===== src/design/ihex_pkg.sv =====
// Intel HEX byte, address and count types, record types, error codes, decoder states, payloads.

`default_nettype none

package ihex_pkg;

	// ==============================
	// Field types
	// ==============================

	typedef logic [7:0] ihex_byte_t;
	typedef logic [15:0] ihex_addr_t;
	typedef logic [15:0] record_count_t;

	typedef enum logic [7:0] {
		REC_DATA = 8'h00,
		REC_EOF  = 8'h01
	} ihex_rectype_t;

	typedef enum logic [2:0] {
		ERR_NONE         = 3'd0,
		ERR_BAD_CHAR     = 3'd1,
		ERR_BAD_CHECKSUM = 3'd2,
		ERR_BAD_TYPE     = 3'd3,
		ERR_UNMAPPED     = 3'd4
	} ihex_error_t;

	// Characters outside the hex fields.
	localparam ihex_byte_t CHAR_COLON = 8'h3A;
	localparam ihex_byte_t CHAR_CR = 8'h0D;
	localparam ihex_byte_t CHAR_LF = 8'h0A;

	// ==============================
	// Decoder states
	// ==============================

	typedef enum logic [2:0] {
		ST_IDLE,
		ST_SYNC,
		ST_COUNT,
		ST_ADDR,
		ST_TYPE,
		ST_DATA,
		ST_CHECKSUM
	} ihex_state_t;

	// Travels with the write strobe.
	typedef struct packed {
		ihex_addr_t addr;
		ihex_byte_t data;
	} ihex_write_t;

	// Travels with the status strobe. eor is low for an aborted record.
	typedef struct packed {
		ihex_rectype_t rec_type;
		ihex_error_t error;
		logic eor;
	} ihex_status_t;

endpackage

`default_nettype wire


===== src/design/mk14_pkg.sv =====
// MK14 address, data and offset types, memory regions, unmapped read value, sequencer states.

`default_nettype none

package mk14_pkg;

	typedef logic [15:0] mk14_addr_t;
	typedef logic [7:0] mk14_data_t;

	// Address bits 15 to 12 are not decoded.
	localparam int ADDR_DECODE_BITS = 12;

	typedef logic [ADDR_DECODE_BITS-1:0] mk14_offset_t;

	// ==============================
	// Memory regions
	// ==============================

	localparam int unsigned ROM_BASE = 'h000;
	localparam int unsigned ROM_SIZE = 512;
	localparam int unsigned EXT_RAM_BASE = 'hB00;
	localparam int unsigned EXT_RAM_SIZE = 256;
	localparam int unsigned STD_RAM_BASE = 'hF00;
	localparam int unsigned STD_RAM_SIZE = 256;

	// Both RAM regions are 256 bytes and size aligned.
	localparam int ROM_INDEX_BITS = $clog2(ROM_SIZE);
	localparam int RAM_INDEX_BITS = $clog2(EXT_RAM_SIZE);

	// Floating bus reads as all ones.
	localparam mk14_data_t UNMAPPED_READ = 8'hFF;

	// ==============================
	// Sequencer states
	// ==============================

	typedef enum logic [1:0] {
		S_RX_WAIT,
		S_START,
		S_RUNNING,
		S_ERROR
	} seq_state_t;

endpackage

`default_nettype wire


===== src/design/load_sequencer.sv =====
// Boot sequencer FSM: record count, first error latch and core enable after a clean end of file.

`default_nettype none
`timescale 1ns/1ps

module load_sequencer (
	input wire logic clk,
	input wire logic soft_reset,
	input wire logic i_rec_valid,
	input wire ihex_pkg::ihex_status_t i_rec,
	input wire logic i_wr_unmapped,
	output logic o_loading,
	output logic o_core_en,
	output ihex_pkg::ihex_error_t o_error,
	output ihex_pkg::record_count_t o_record_count
);

	mk14_pkg::seq_state_t state;

	// Loader owns the memory only while waiting for records.
	assign o_loading = state == mk14_pkg::S_RX_WAIT;

	// ==============================
	// Boot FSM
	// ==============================

	always_ff @(posedge clk) begin
		if (soft_reset) begin
			state <= mk14_pkg::S_RX_WAIT;
			o_core_en <= 1'b0;
			o_error <= ihex_pkg::ERR_NONE;
			o_record_count <= '0;
		end else begin
			case (state)
			mk14_pkg::S_RX_WAIT: begin
				if (i_wr_unmapped) begin
					o_error <= ihex_pkg::ERR_UNMAPPED;
					state <= mk14_pkg::S_ERROR;
				end else if (i_rec_valid) begin
					if (i_rec.error != ihex_pkg::ERR_NONE) begin
						o_error <= i_rec.error;
						state <= mk14_pkg::S_ERROR;
					end else if (i_rec.eor) begin
						o_record_count <= o_record_count + 16'd1;
						if (i_rec.rec_type == ihex_pkg::REC_EOF) begin
							state <= mk14_pkg::S_START;
						end
					end
				end
			end

			mk14_pkg::S_START: begin
				o_core_en <= 1'b1;
				state <= mk14_pkg::S_RUNNING;
			end

			// Running and error are left only by soft reset.
			default: begin
				state <= state;
			end
			endcase
		end
	end

endmodule

`default_nettype wire


===== config.mk =====
export PLATFORM = sky130hd
export DESIGN_NAME = load_sequencer
export DESIGN_NICKNAME = d
export VERILOG_FILES = /design/src/design/ihex_pkg.sv /design/src/design/mk14_pkg.sv /design/src/design/load_sequencer.sv
export SDC_FILE = /design/constraint.sdc
export NUM_CORES = 1
export LEC_CHECK = 0
export BUFFER_PORTS_ARGS = -buffer_cell sky130_fd_sc_hd__buf_4
export CORE_MARGIN = 1
export CORE_UTILIZATION = 52
export DETAILED_ROUTE_END_ITERATION = 6
export GPL_ROUTABILITY_DRIVEN = 0
export PLACE_DENSITY_LB_ADDON = 0.08
export SYNTH_ARGS = -nofsm -noshare
export SYNTH_HDL_FRONTEND = slang
export SYNTH_SLANG_ARGS = --single-unit

===== constraint.sdc =====
create_clock -name clk -period 2.7 [get_ports clk]
set_clock_uncertainty 0.15 [all_clocks]
set_input_delay 0.27 -clock clk [delete_from_list [all_inputs] [get_ports clk]]
set_output_delay 0.27 -clock clk [all_outputs]
set_load 0.05 [all_outputs]

==> results.py <==
metrics = {
    "grt": {
        "grt-ovfl-total": 0,
        "first_global_vias": 847,
        "grt_antenna_before_repair": 0,
        "grtUsageTotal": 0.235,
        "grt_pass1_wl_mm": 3.67,
        "grt_max_degree": 25,
    },
    "detailed_routing": {
        "ant_nets": 0,
        "wirelength_mm": 2.44,
        "wire_per_inst_um": 13.2,
        "drt_iter0_markers": 14,
        "via_count": 1082,
        "viasPerCell": 5.88,
        "drc": 0,
        "firstDrtPassIters": 4,
    },
    "placement": {
        "place_area_mm2": 0.00134,
        "dp_hpwl_mm": 1.79,
        "port_buffers": 36,
    },
    "logic_synthesis": {
        "synth_top_cell_by_area": "dfxtp_1",
        "synth_area_mm2": 0.00107,
        "synth.most_common_cell": "dfxtp_1",
        "syn_nets": 140,
        "yosysWarnings": 0,
        "ys_seq_area_frac": 0.413,
        "synth_area_leaders": "dfxtp_1 (41%), or4_1 (7.0%), a21oi_1 (6.1%)",
        "synth.avg_cell_area_um2": 8.68,
        "async_reset_ff_frac": 0,
        "synth_edf_count": 0,
        "postSynthCellCount": 123,
        "synthTopCellsByCount": "dfxtp_1 (22), a21oi_1 (13), or4_1 (10)",
        "synthDistinctLibCells": 33,
        "synthFlopType": "dfxtp_1",
        "synth_top_cell_area_share": 0.413,
        "ys_seq_elements": 22,
    },
    "cts": {
        "cts_root_buf": "clkbuf_4",
        "clk_pin_slew_ns": 0.11,
        "cts_num_sinks": 22,
        "h-tree-depth": 1,
        "cts_tree": "done",
        "max-clock-path-buffers": 2,
        "insertion_delay_ns": 0.30,
        "cts_buffers": 3,
        "postCtsHoldBufs": 0,
        "cts_resized": 0,
        "cts_setup_buffers": 0,
    },
    "power": {
        "ir_drop_v": 0.000259,
        "leakagePower_nw": 0.526,
        "pwr_density_cell_mw_per_mm2": 412,
    },
    "die": {
        "start_util": 0.550,
        "ios": 37,
        "rows": 16,
        "dieHeight_um": 47.3,
        "die_x_um": 47.3,
        "die_area_mm2": 0.00224,
        "core_region_area_mm2": 0.00194,
    },
    "timing": {
        "worst-slew-pin-transition_ns": 0.477,
        "hold_violations": 0,
        "rsz0062_at_grt": "false",
        "fin_setup_tns_ns": 0,
        "slew_headroom": 0.681,
        "setup_viol": 0,
        "slew_viol_final": 0,
        "period_needed_ns": 2.17,
        "min_period_over_period": 0.803,
        "fmaxAchievable_mhz": 461,
    },
    "critical_path": {
        "startpoint_type": "flip-flop",
        "cp-end-kind": "flip-flop",
        "arrival_ns": 2.26,
        "critPathRequiredTime_ns": 2.80,
        "worstPathMaxFanout": 21,
        "critPathKind": "reg -> reg",
    },
    "finish": {
        "finalNetCount": 176,
        "final_cell_area_mm2": 0.00137,
        "final_layout_size_suffix_gt1_frac": 0.274,
        "diodes": 0,
        "syn_to_final_growth_pct": 28.0,
    },
    "outcome": {
        "status": "complete, no violations",
    },
    "run": {
        "max-cap-violations": 0,
    },
    "hold_path": {
        "hp-class": "in -> reg",
    },
}
[critical path, stage by stage, from the launching register on]
cell     delay (ns)
dfxtp_1        0.35
or2_1          0.30
inv_1          0.12
nand4_2        0.40
or4_1          0.63
a21oi_1        0.14
[final timing paths]
kind	startpoint	to	slack, ns	cells after the start
setup / recovery	state[1]$_SDFFE_PP0P_	o_record_count[12]$_SDFFE_PP0P_	0.53	5
hold / removal	i_rec[1]	o_error[0]$_SDFFE_PP0P_	0.09	3
setup reg to reg	state[1]$_SDFFE_PP0P_	o_record_count[12]$_SDFFE_PP0P_	0.53	5
hold reg to reg	o_error[2]$_SDFFE_PP0P_	o_error[2]$_SDFFE_PP0P_	0.33	2
[power breakdown]
part | internal (mW) | total [mW] | switching (mW)
Clock | 0.0521 | 0.147 | 0.0948
Sequential | 0.331 | 0.336 | 0.00482
Combinational | 0.0318 | 0.0808 | 0.0490
Total | 0.415 | 0.564 | 0.149
[per-stage QoR]
stage | power, mW | setup WS (ns) | hold WS (ns) | utilization | cells
after floorplan | 0.389 | 0.524 | 0.268 | - | 123
after global placement | 0.421 | 0.476 | 0.297 | 0.692 | 181
after detailed placement | 0.423 | 0.394 | 0.319 | 0.692 | 181
after CTS | 0.571 | 0.531 | 0.0904 | 0.704 | 184
after global routing | 0.591 | 0.362 | 0.0833 | 0.704 | 184
final | 0.564 | 0.531 | 0.0894 | 0.704 | 184
[layout by cell type, fill, tap and decap left out]
cell,count
nand2_1,9
nand4_2,1
xnor2_1,2
nand4_1,3
nor2b_1,3
a21o_1,1
and4bb_2,1
inv_1,4
nand3_1,7
and3_1,1
xor2_1,1
buf_4,36
nor3_1,2
o21ba_2,1
nor4_4,1
or2_1,1
nand3b_1,1
dfxtp_1,22
o21ai_0,4
nor4_1,2
nor2_1,8
or3_1,3
clkbuf_4,3
a211oi_1,1
nand2b_1,1
o31a_1,1
or4_1,10
and4_1,3
ha_1,1
a21oi_1,13
o31ai_1,8
a22oi_1,2
[registers in the layout, indices dropped and copies added, names as in the netlist]
| signal | cells |
|---|---|
| o_error | 3 |
| state | 2 |
| o_record_count | 16 |
| o_core_en | 1 |
[cells by family after synthesis]
logic type | synth area share
AND/OR/NAND/NOR | 0.329
AO/OA/AOI/OAI | 0.182
flip-flops | 0.413
buffers and inverters | 0.0398
XOR/XNOR | 0.0246
adder cells (fa/ha/maj) | 0.0117
[cell type report]
| cell class | count | area, um^2 |
|---|---|---|
| Fill cell | 160 | 576 |
| Tap cell | 27 | 33.8 |
| Multi-Input combinational cell | 92 | 584 |
| Inverter | 4 | 15.0 |
| Clock buffer | 3 | 22.5 |
| Sequential cell | 22 | 440 |
| Timing Repair Buffer | 36 | 270 |
[metal layers]
metal | part of all wire | track usage
met5 | 0 | 0
met4 | 0.015 | 0.103
met3 | 0.043 | 0.0346
met2 | 0.50 | 0.373
met1 | 0.44 | 0.315
(Power assumes the default switching activity.)
