$ cat src/design/ihex_pkg.sv
// Intel HEX byte, address and count types, record types, error codes, decoder states, payloads.

`default_nettype none

package ihex_pkg;

	// ==============================
	// Field types
	// ==============================

	typedef logic [7:0] ihex_byte_t;
	typedef logic [15:0] ihex_addr_t;
	typedef logic [15:0] record_count_t;

	typedef enum logic [7:0] {
		REC_DATA = 8'h00,
		REC_EOF  = 8'h01
	} ihex_rectype_t;

	typedef enum logic [2:0] {
		ERR_NONE         = 3'd0,
		ERR_BAD_CHAR     = 3'd1,
		ERR_BAD_CHECKSUM = 3'd2,
		ERR_BAD_TYPE     = 3'd3,
		ERR_UNMAPPED     = 3'd4
	} ihex_error_t;

	// Characters outside the hex fields.
	localparam ihex_byte_t CHAR_COLON = 8'h3A;
	localparam ihex_byte_t CHAR_CR = 8'h0D;
	localparam ihex_byte_t CHAR_LF = 8'h0A;

	// ==============================
	// Decoder states
	// ==============================

	typedef enum logic [2:0] {
		ST_IDLE,
		ST_SYNC,
		ST_COUNT,
		ST_ADDR,
		ST_TYPE,
		ST_DATA,
		ST_CHECKSUM
	} ihex_state_t;

	// Travels with the write strobe.
	typedef struct packed {
		ihex_addr_t addr;
		ihex_byte_t data;
	} ihex_write_t;

	// Travels with the status strobe. eor is low for an aborted record.
	typedef struct packed {
		ihex_rectype_t rec_type;
		ihex_error_t error;
		logic eor;
	} ihex_status_t;

endpackage

`default_nettype wire

$ cat src/design/ihex_record_decoder.sv
// Intel HEX record decoder: hex pair assembly, field walk, checksum, write and status strobes.

`default_nettype none
`timescale 1ns/1ps

module ihex_record_decoder (
	input wire logic clk,
	input wire logic soft_reset,
	input wire logic i_char_valid,
	input wire ihex_pkg::ihex_byte_t i_char,
	output logic o_wr_valid,
	output ihex_pkg::ihex_write_t o_wr,
	output logic o_rec_valid,
	output ihex_pkg::ihex_status_t o_rec
);

	// Returns {valid, nibble} for one ASCII hex digit.
	function automatic logic [4:0] hex_decode(input ihex_pkg::ihex_byte_t c);
		logic [4:0] r;
		r = 5'd0;
		if (c >= "0" && c <= "9") begin
			r = {1'b1, 4'(c - "0")};
		end else if (c >= "A" && c <= "F") begin
			r = {1'b1, 4'(c - "A" + 8'd10)};
		end else if (c >= "a" && c <= "f") begin
			r = {1'b1, 4'(c - "a" + 8'd10)};
		end
		return r;
	endfunction

	ihex_pkg::ihex_state_t state;
	logic half;
	logic [3:0] hi_nib;
	ihex_pkg::ihex_byte_t sum;
	ihex_pkg::ihex_byte_t rec_len;
	ihex_pkg::ihex_byte_t byte_idx;
	ihex_pkg::ihex_byte_t rec_type;
	ihex_pkg::ihex_addr_t wr_addr;

	logic [4:0] hex;
	logic hex_ok;
	logic is_colon;
	logic is_eol;
	logic type_ok;
	ihex_pkg::ihex_byte_t cur_byte;
	ihex_pkg::ihex_byte_t sum_next;

	assign hex = hex_decode(i_char);
	assign hex_ok = hex[4];
	assign is_colon = i_char == ihex_pkg::CHAR_COLON;
	assign is_eol = (i_char == ihex_pkg::CHAR_CR) || (i_char == ihex_pkg::CHAR_LF);
	assign cur_byte = {hi_nib, hex[3:0]};
	assign sum_next = sum + cur_byte;
	assign type_ok = (rec_type == ihex_pkg::REC_DATA) || (rec_type == ihex_pkg::REC_EOF);

	// ==============================
	// Record field walk
	// ==============================

	always_ff @(posedge clk) begin
		o_wr_valid <= 1'b0;
		o_rec_valid <= 1'b0;
		if (soft_reset) begin
			state <= ihex_pkg::ST_IDLE;
			half <= 1'b0;
		end else if (i_char_valid) begin
			case (state)
			ihex_pkg::ST_IDLE,
			ihex_pkg::ST_SYNC: begin
				if (is_colon) begin
					state <= ihex_pkg::ST_COUNT;
					half <= 1'b0;
					sum <= '0;
				end else if (state == ihex_pkg::ST_IDLE && !is_eol) begin
					// Junk between records.
					o_rec_valid <= 1'b1;
					o_rec.rec_type <= ihex_pkg::ihex_rectype_t'(rec_type);
					o_rec.error <= ihex_pkg::ERR_BAD_CHAR;
					o_rec.eor <= 1'b0;
					state <= ihex_pkg::ST_SYNC;
				end
			end

			default: begin
				if (!hex_ok) begin
					o_rec_valid <= 1'b1;
					o_rec.rec_type <= ihex_pkg::ihex_rectype_t'(rec_type);
					o_rec.error <= ihex_pkg::ERR_BAD_CHAR;
					o_rec.eor <= 1'b0;
					state <= ihex_pkg::ST_SYNC;
				end else if (!half) begin
					hi_nib <= hex[3:0];
					half <= 1'b1;
				end else begin
					half <= 1'b0;
					sum <= sum_next;
					case (state)
					ihex_pkg::ST_COUNT: begin
						rec_len <= cur_byte;
						byte_idx <= '0;
						state <= ihex_pkg::ST_ADDR;
					end

					ihex_pkg::ST_ADDR: begin
						if (byte_idx == '0) begin
							wr_addr[15:8] <= cur_byte;
							byte_idx <= 8'd1;
						end else begin
							wr_addr[7:0] <= cur_byte;
							state <= ihex_pkg::ST_TYPE;
						end
					end

					ihex_pkg::ST_TYPE: begin
						rec_type <= cur_byte;
						byte_idx <= rec_len;
						state <= (rec_len == '0) ? ihex_pkg::ST_CHECKSUM : ihex_pkg::ST_DATA;
					end

					ihex_pkg::ST_DATA: begin
						// Bytes of an unsupported type are dropped.
						o_wr_valid <= rec_type == ihex_pkg::REC_DATA;
						o_wr.addr <= wr_addr;
						o_wr.data <= cur_byte;
						wr_addr <= wr_addr + 16'd1;
						byte_idx <= byte_idx - 8'd1;
						if (byte_idx == 8'd1) begin
							state <= ihex_pkg::ST_CHECKSUM;
						end
					end

					default: begin
						o_rec_valid <= 1'b1;
						o_rec.rec_type <= ihex_pkg::ihex_rectype_t'(rec_type);
						o_rec.eor <= 1'b1;
						if (sum_next != '0) begin
							o_rec.error <= ihex_pkg::ERR_BAD_CHECKSUM;
						end else if (!type_ok) begin
							o_rec.error <= ihex_pkg::ERR_BAD_TYPE;
						end else begin
							o_rec.error <= ihex_pkg::ERR_NONE;
						end
						state <= ihex_pkg::ST_IDLE;
					end
					endcase
				end
			end
			endcase
		end
	end

endmodule

`default_nettype wire

$ cat config.mk
export PLATFORM = sky130hd
export DESIGN_NAME = ihex_record_decoder
export DESIGN_NICKNAME = d
export VERILOG_FILES = /design/src/design/ihex_pkg.sv /design/src/design/ihex_record_decoder.sv
export SDC_FILE = /design/constraint.sdc
export NUM_CORES = 1
export LEC_CHECK = 0
export ABC_AREA = 1
export CAP_MARGIN = 30
export CORE_UTILIZATION = 65
export CTS_CLUSTER_DIAMETER = 80
export DETAILED_ROUTE_END_ITERATION = 6
export DONT_BUFFER_PORTS = 1
export PLACE_DENSITY = 0.81
export SLEW_MARGIN = 15
export SYNTH_ARGS = -nofsm -noshare
export SYNTH_HDL_FRONTEND = slang
export SYNTH_SLANG_ARGS = --single-unit
$ cat constraint.sdc
create_clock -name clk -period 4.47 [get_ports clk]
set_clock_uncertainty 0.05 [all_clocks]
set_input_delay 0.2235 -clock clk [delete_from_list [all_inputs] [get_ports clk]]
set_output_delay 0.2235 -clock clk [all_outputs]
set_load 0.005 [all_outputs]
==> impl_metrics.yaml <==
outcome:
  outcome: "finished, final reports clean"
sta:
  max_freq_mhz: 342
  min_period_ns: 2.92
  setup_violations: 0
  hold_viol: 0
  tns_ns: 0
  tightest_slew_ns: 0.919
  grt_setup_unrepaired: "false"
  maxSlewViolCount: 0
  relSlewSlack_pct: 38.8
  period_share_pct: 65.4
yosys:
  synthCells: 469
  avgSynthCellArea_um2: 9.81
  seq_area_frac_synth_pct: 59.4
  synthesis.area_um2: 4600
  ys.flop_type: "edfxtp_1"
  yosysWarnings: 0
  syn_nets: 497
  yosys_register_bits: 93
  ys_types: 40
  yosys.area.top_type: "edfxtp_1"
  synth.area.top_cells: "edfxtp_1, nand2_1, nor2_1, ha_1, inv_1"
  yosys.area.top_type_share_pct: 56.8
  synth-async-reset-ratio_pct: 0
  synth-edff-count: 87
global_routing:
  grt_pass1_vias: 3067
  grt_use_total_pct: 26.7
  overflow: 0
  grt_max_degree: 26
  antenna_found_initial: 0
  grt_pass1_wl_um: 14800
floorplanning:
  start_util_pct: 67.4
  io_pins: 49
  rows: 30
  die_x_um: 86.1
  core-area_um2: 6830
  die_area_um2: 7420
  floorplan.die.height_um: 86.1
worst_setup_path:
  cp-end-kind: "register"
  critPathLaunchType: "primary input"
  path_max_fanout: 7
  critical_path_required_ns: 4.54
  critPathKind: "in -> reg"
  worstPathArrival_ns: 2.99
cells_and_area:
  fin_nets: 507
  diodes: 0
  drive_gt1_share_pct: 8.47
  num-fill-cells: 516
  areaGrowthSynthToFinish_pct: 7.18
  final_util_pct: 72.2
pwr:
  cellPowerDensity_nw_per_um2: 346
  vdd_drop_max_uv: 200
  leakagePower_nw: 1.88
  finalPower_mw: 1.70
drt:
  route.detailed.drc: 0
  ant_nets: 0
  first_pass_iters: 5
  post_drt_wl_per_cell_um: 15.5
  routed_via_density: 5.65
  vias: 3279
  routed_wl_um: 9000
  drtIter0Drc: 214
flow_run:
  cap_viol_max_count: 0
clocking:
  ctsResizeCount: 0
  post_cts_buffers: 0
  cts_max_level: 3
  postCtsHoldBufs: 2
  cts.clk_slew.worst_paths_ns: 0.09
  cts_buffer_depth: 2
  cts_buffers: 9
  root_buffer: "clkbuf_8"
  cts.sinks: 93
  cts_tree: "built"
  clk_latency_ns: 0.36
worst_hold_path:
  hold_class: "in -> reg"
placement:
  hpwl_um: 6420
  portBuffers: 0
  gp_congestion: 0.941
[metrics by stage]
| step | setup slack [ns] | area (um^2) | hold WS [ns] | std cells |
|---|---|---|---|---|
| floorplan | 1.70 | 4600 | 0.245 | 469 |
| global placement | 1.25 | 4710 | 0.248 | 561 |
| detailed placement | 1.19 | 4720 | 0.248 | 562 |
| CTS | 1.57 | 4930 | 0.0374 | 580 |
| global route | 1.18 | 4930 | 0.0569 | 580 |
| finish | 1.55 | 4930 | 0.0475 | 580 |
[sequential cells by signal, indices dropped and copies added (netlist names)]
name / count
o_wr: 24
wr_addr: 16
o_rec: 11
byte_idx: 8
rec_len: 8
rec_type: 8
sum: 8
hi_nib: 4
state: 3
half: 1
o_rec_valid: 1
o_wr_valid: 1
[logic make-up (layout without fill, tap and decap cells)]
| group | Yosys count | after routing | share of synthesized area (%) |
|---|---|---|---|
| buffers and inverters | 62 | 77 | 5.17 |
| and+or+nand+nor | 233 | 233 | 22.3 |
| adders and majority gates | 17 | 17 | 4.79 |
| AOI/OAI and AO/OA | 56 | 56 | 6.91 |
| xor gates and xnor gates | 7 | 7 | 1.33 |
| other | 1 | 1 | 0.0815 |
| DFF | 93 | 93 | 59.4 |
[critical path, stage by stage]
cell and delay, ns:
inv_1 0.05, ha_1 0.18, nor2_1 0.06, nand2_1 0.07
nand3_2 0.17, nand2_1 0.19, inv_1 0.12, a21oi_2 0.36
ha_1 0.28, inv_1 0.06, fa_1 0.40, xor2_1 0.21
nand3_1 0.12, nor2_1 0.12, nand2_1 0.06, nor2_1 0.11
nand3_1 0.08, nand2_1 0.07, inv_1 0.04
[cell type report]
type | instances | area [um^2] | share of cell area, %
multi-input combinational | 314 | 1630 | 33.1
clock inverter | 7 | 72.6 | 1.47
sequential | 93 | 2730 | 55.4
clock buffer | 9 | 124 | 2.51
inverter | 57 | 214 | 4.34
timing repair buffer | 4 | 35.0 | 0.710
tap | 96 | 120 | 2.44
[synth_stat cells (all sizes together), types with 3 or more instances]
cell,instances
dfxtp,6
nand2,113
inv,57
buf,3
edfxtp,87
nor3,8
nor2,57
o21ai,22
a21oi,29
nand4,8
or2,3
xor2,4
xnor2,3
ha,16
nand3,38
[worst paths after layout]
check	start	to	slack (ns)	cells past startpoint
worst max-delay path	i_char[1]	o_rec[2]	1.55	19
worst max register to register	state[2]	wr_addr[10]	1.82	5
worst min-delay path	i_char_valid	half	0.05	3
worst min register to register	rec_type[6]	o_rec[10]	0.41	0
[layout by cell type (no fill, tap or decap), types with 6 or more instances in the layout]
master,n
edfxtp_1,87
clkbuf_8,9
nor2_1,55
nand3_1,34
nor3_1,6
inv_2,6
inv_1,51
a21oi_1,25
o21ai_0,18
ha_1,16
nand2_1,110
dfxtp_1,6
nand4_1,8
[where the power goes]
group	leakage (nW)	internal (mW)	switching, mW
Combinational	0.946	0.0488	0.111
Sequential	0.834	0.963	0.0148
Clock	0.0976	0.261	0.306
[per-layer routing]
metal | GRT usage [%] | up-vias | wire length (um)
li1 | - | 1610 | -
met5 | 0 | - | 0
met3 | 5.20 | 11 | 682
met2 | 43.9 | 157 | 4270
met1 | 36.2 | 1501 | 3920
met4 | 7.73 | 0 | 131
Note: power is estimated with default switching activity, not from simulation.
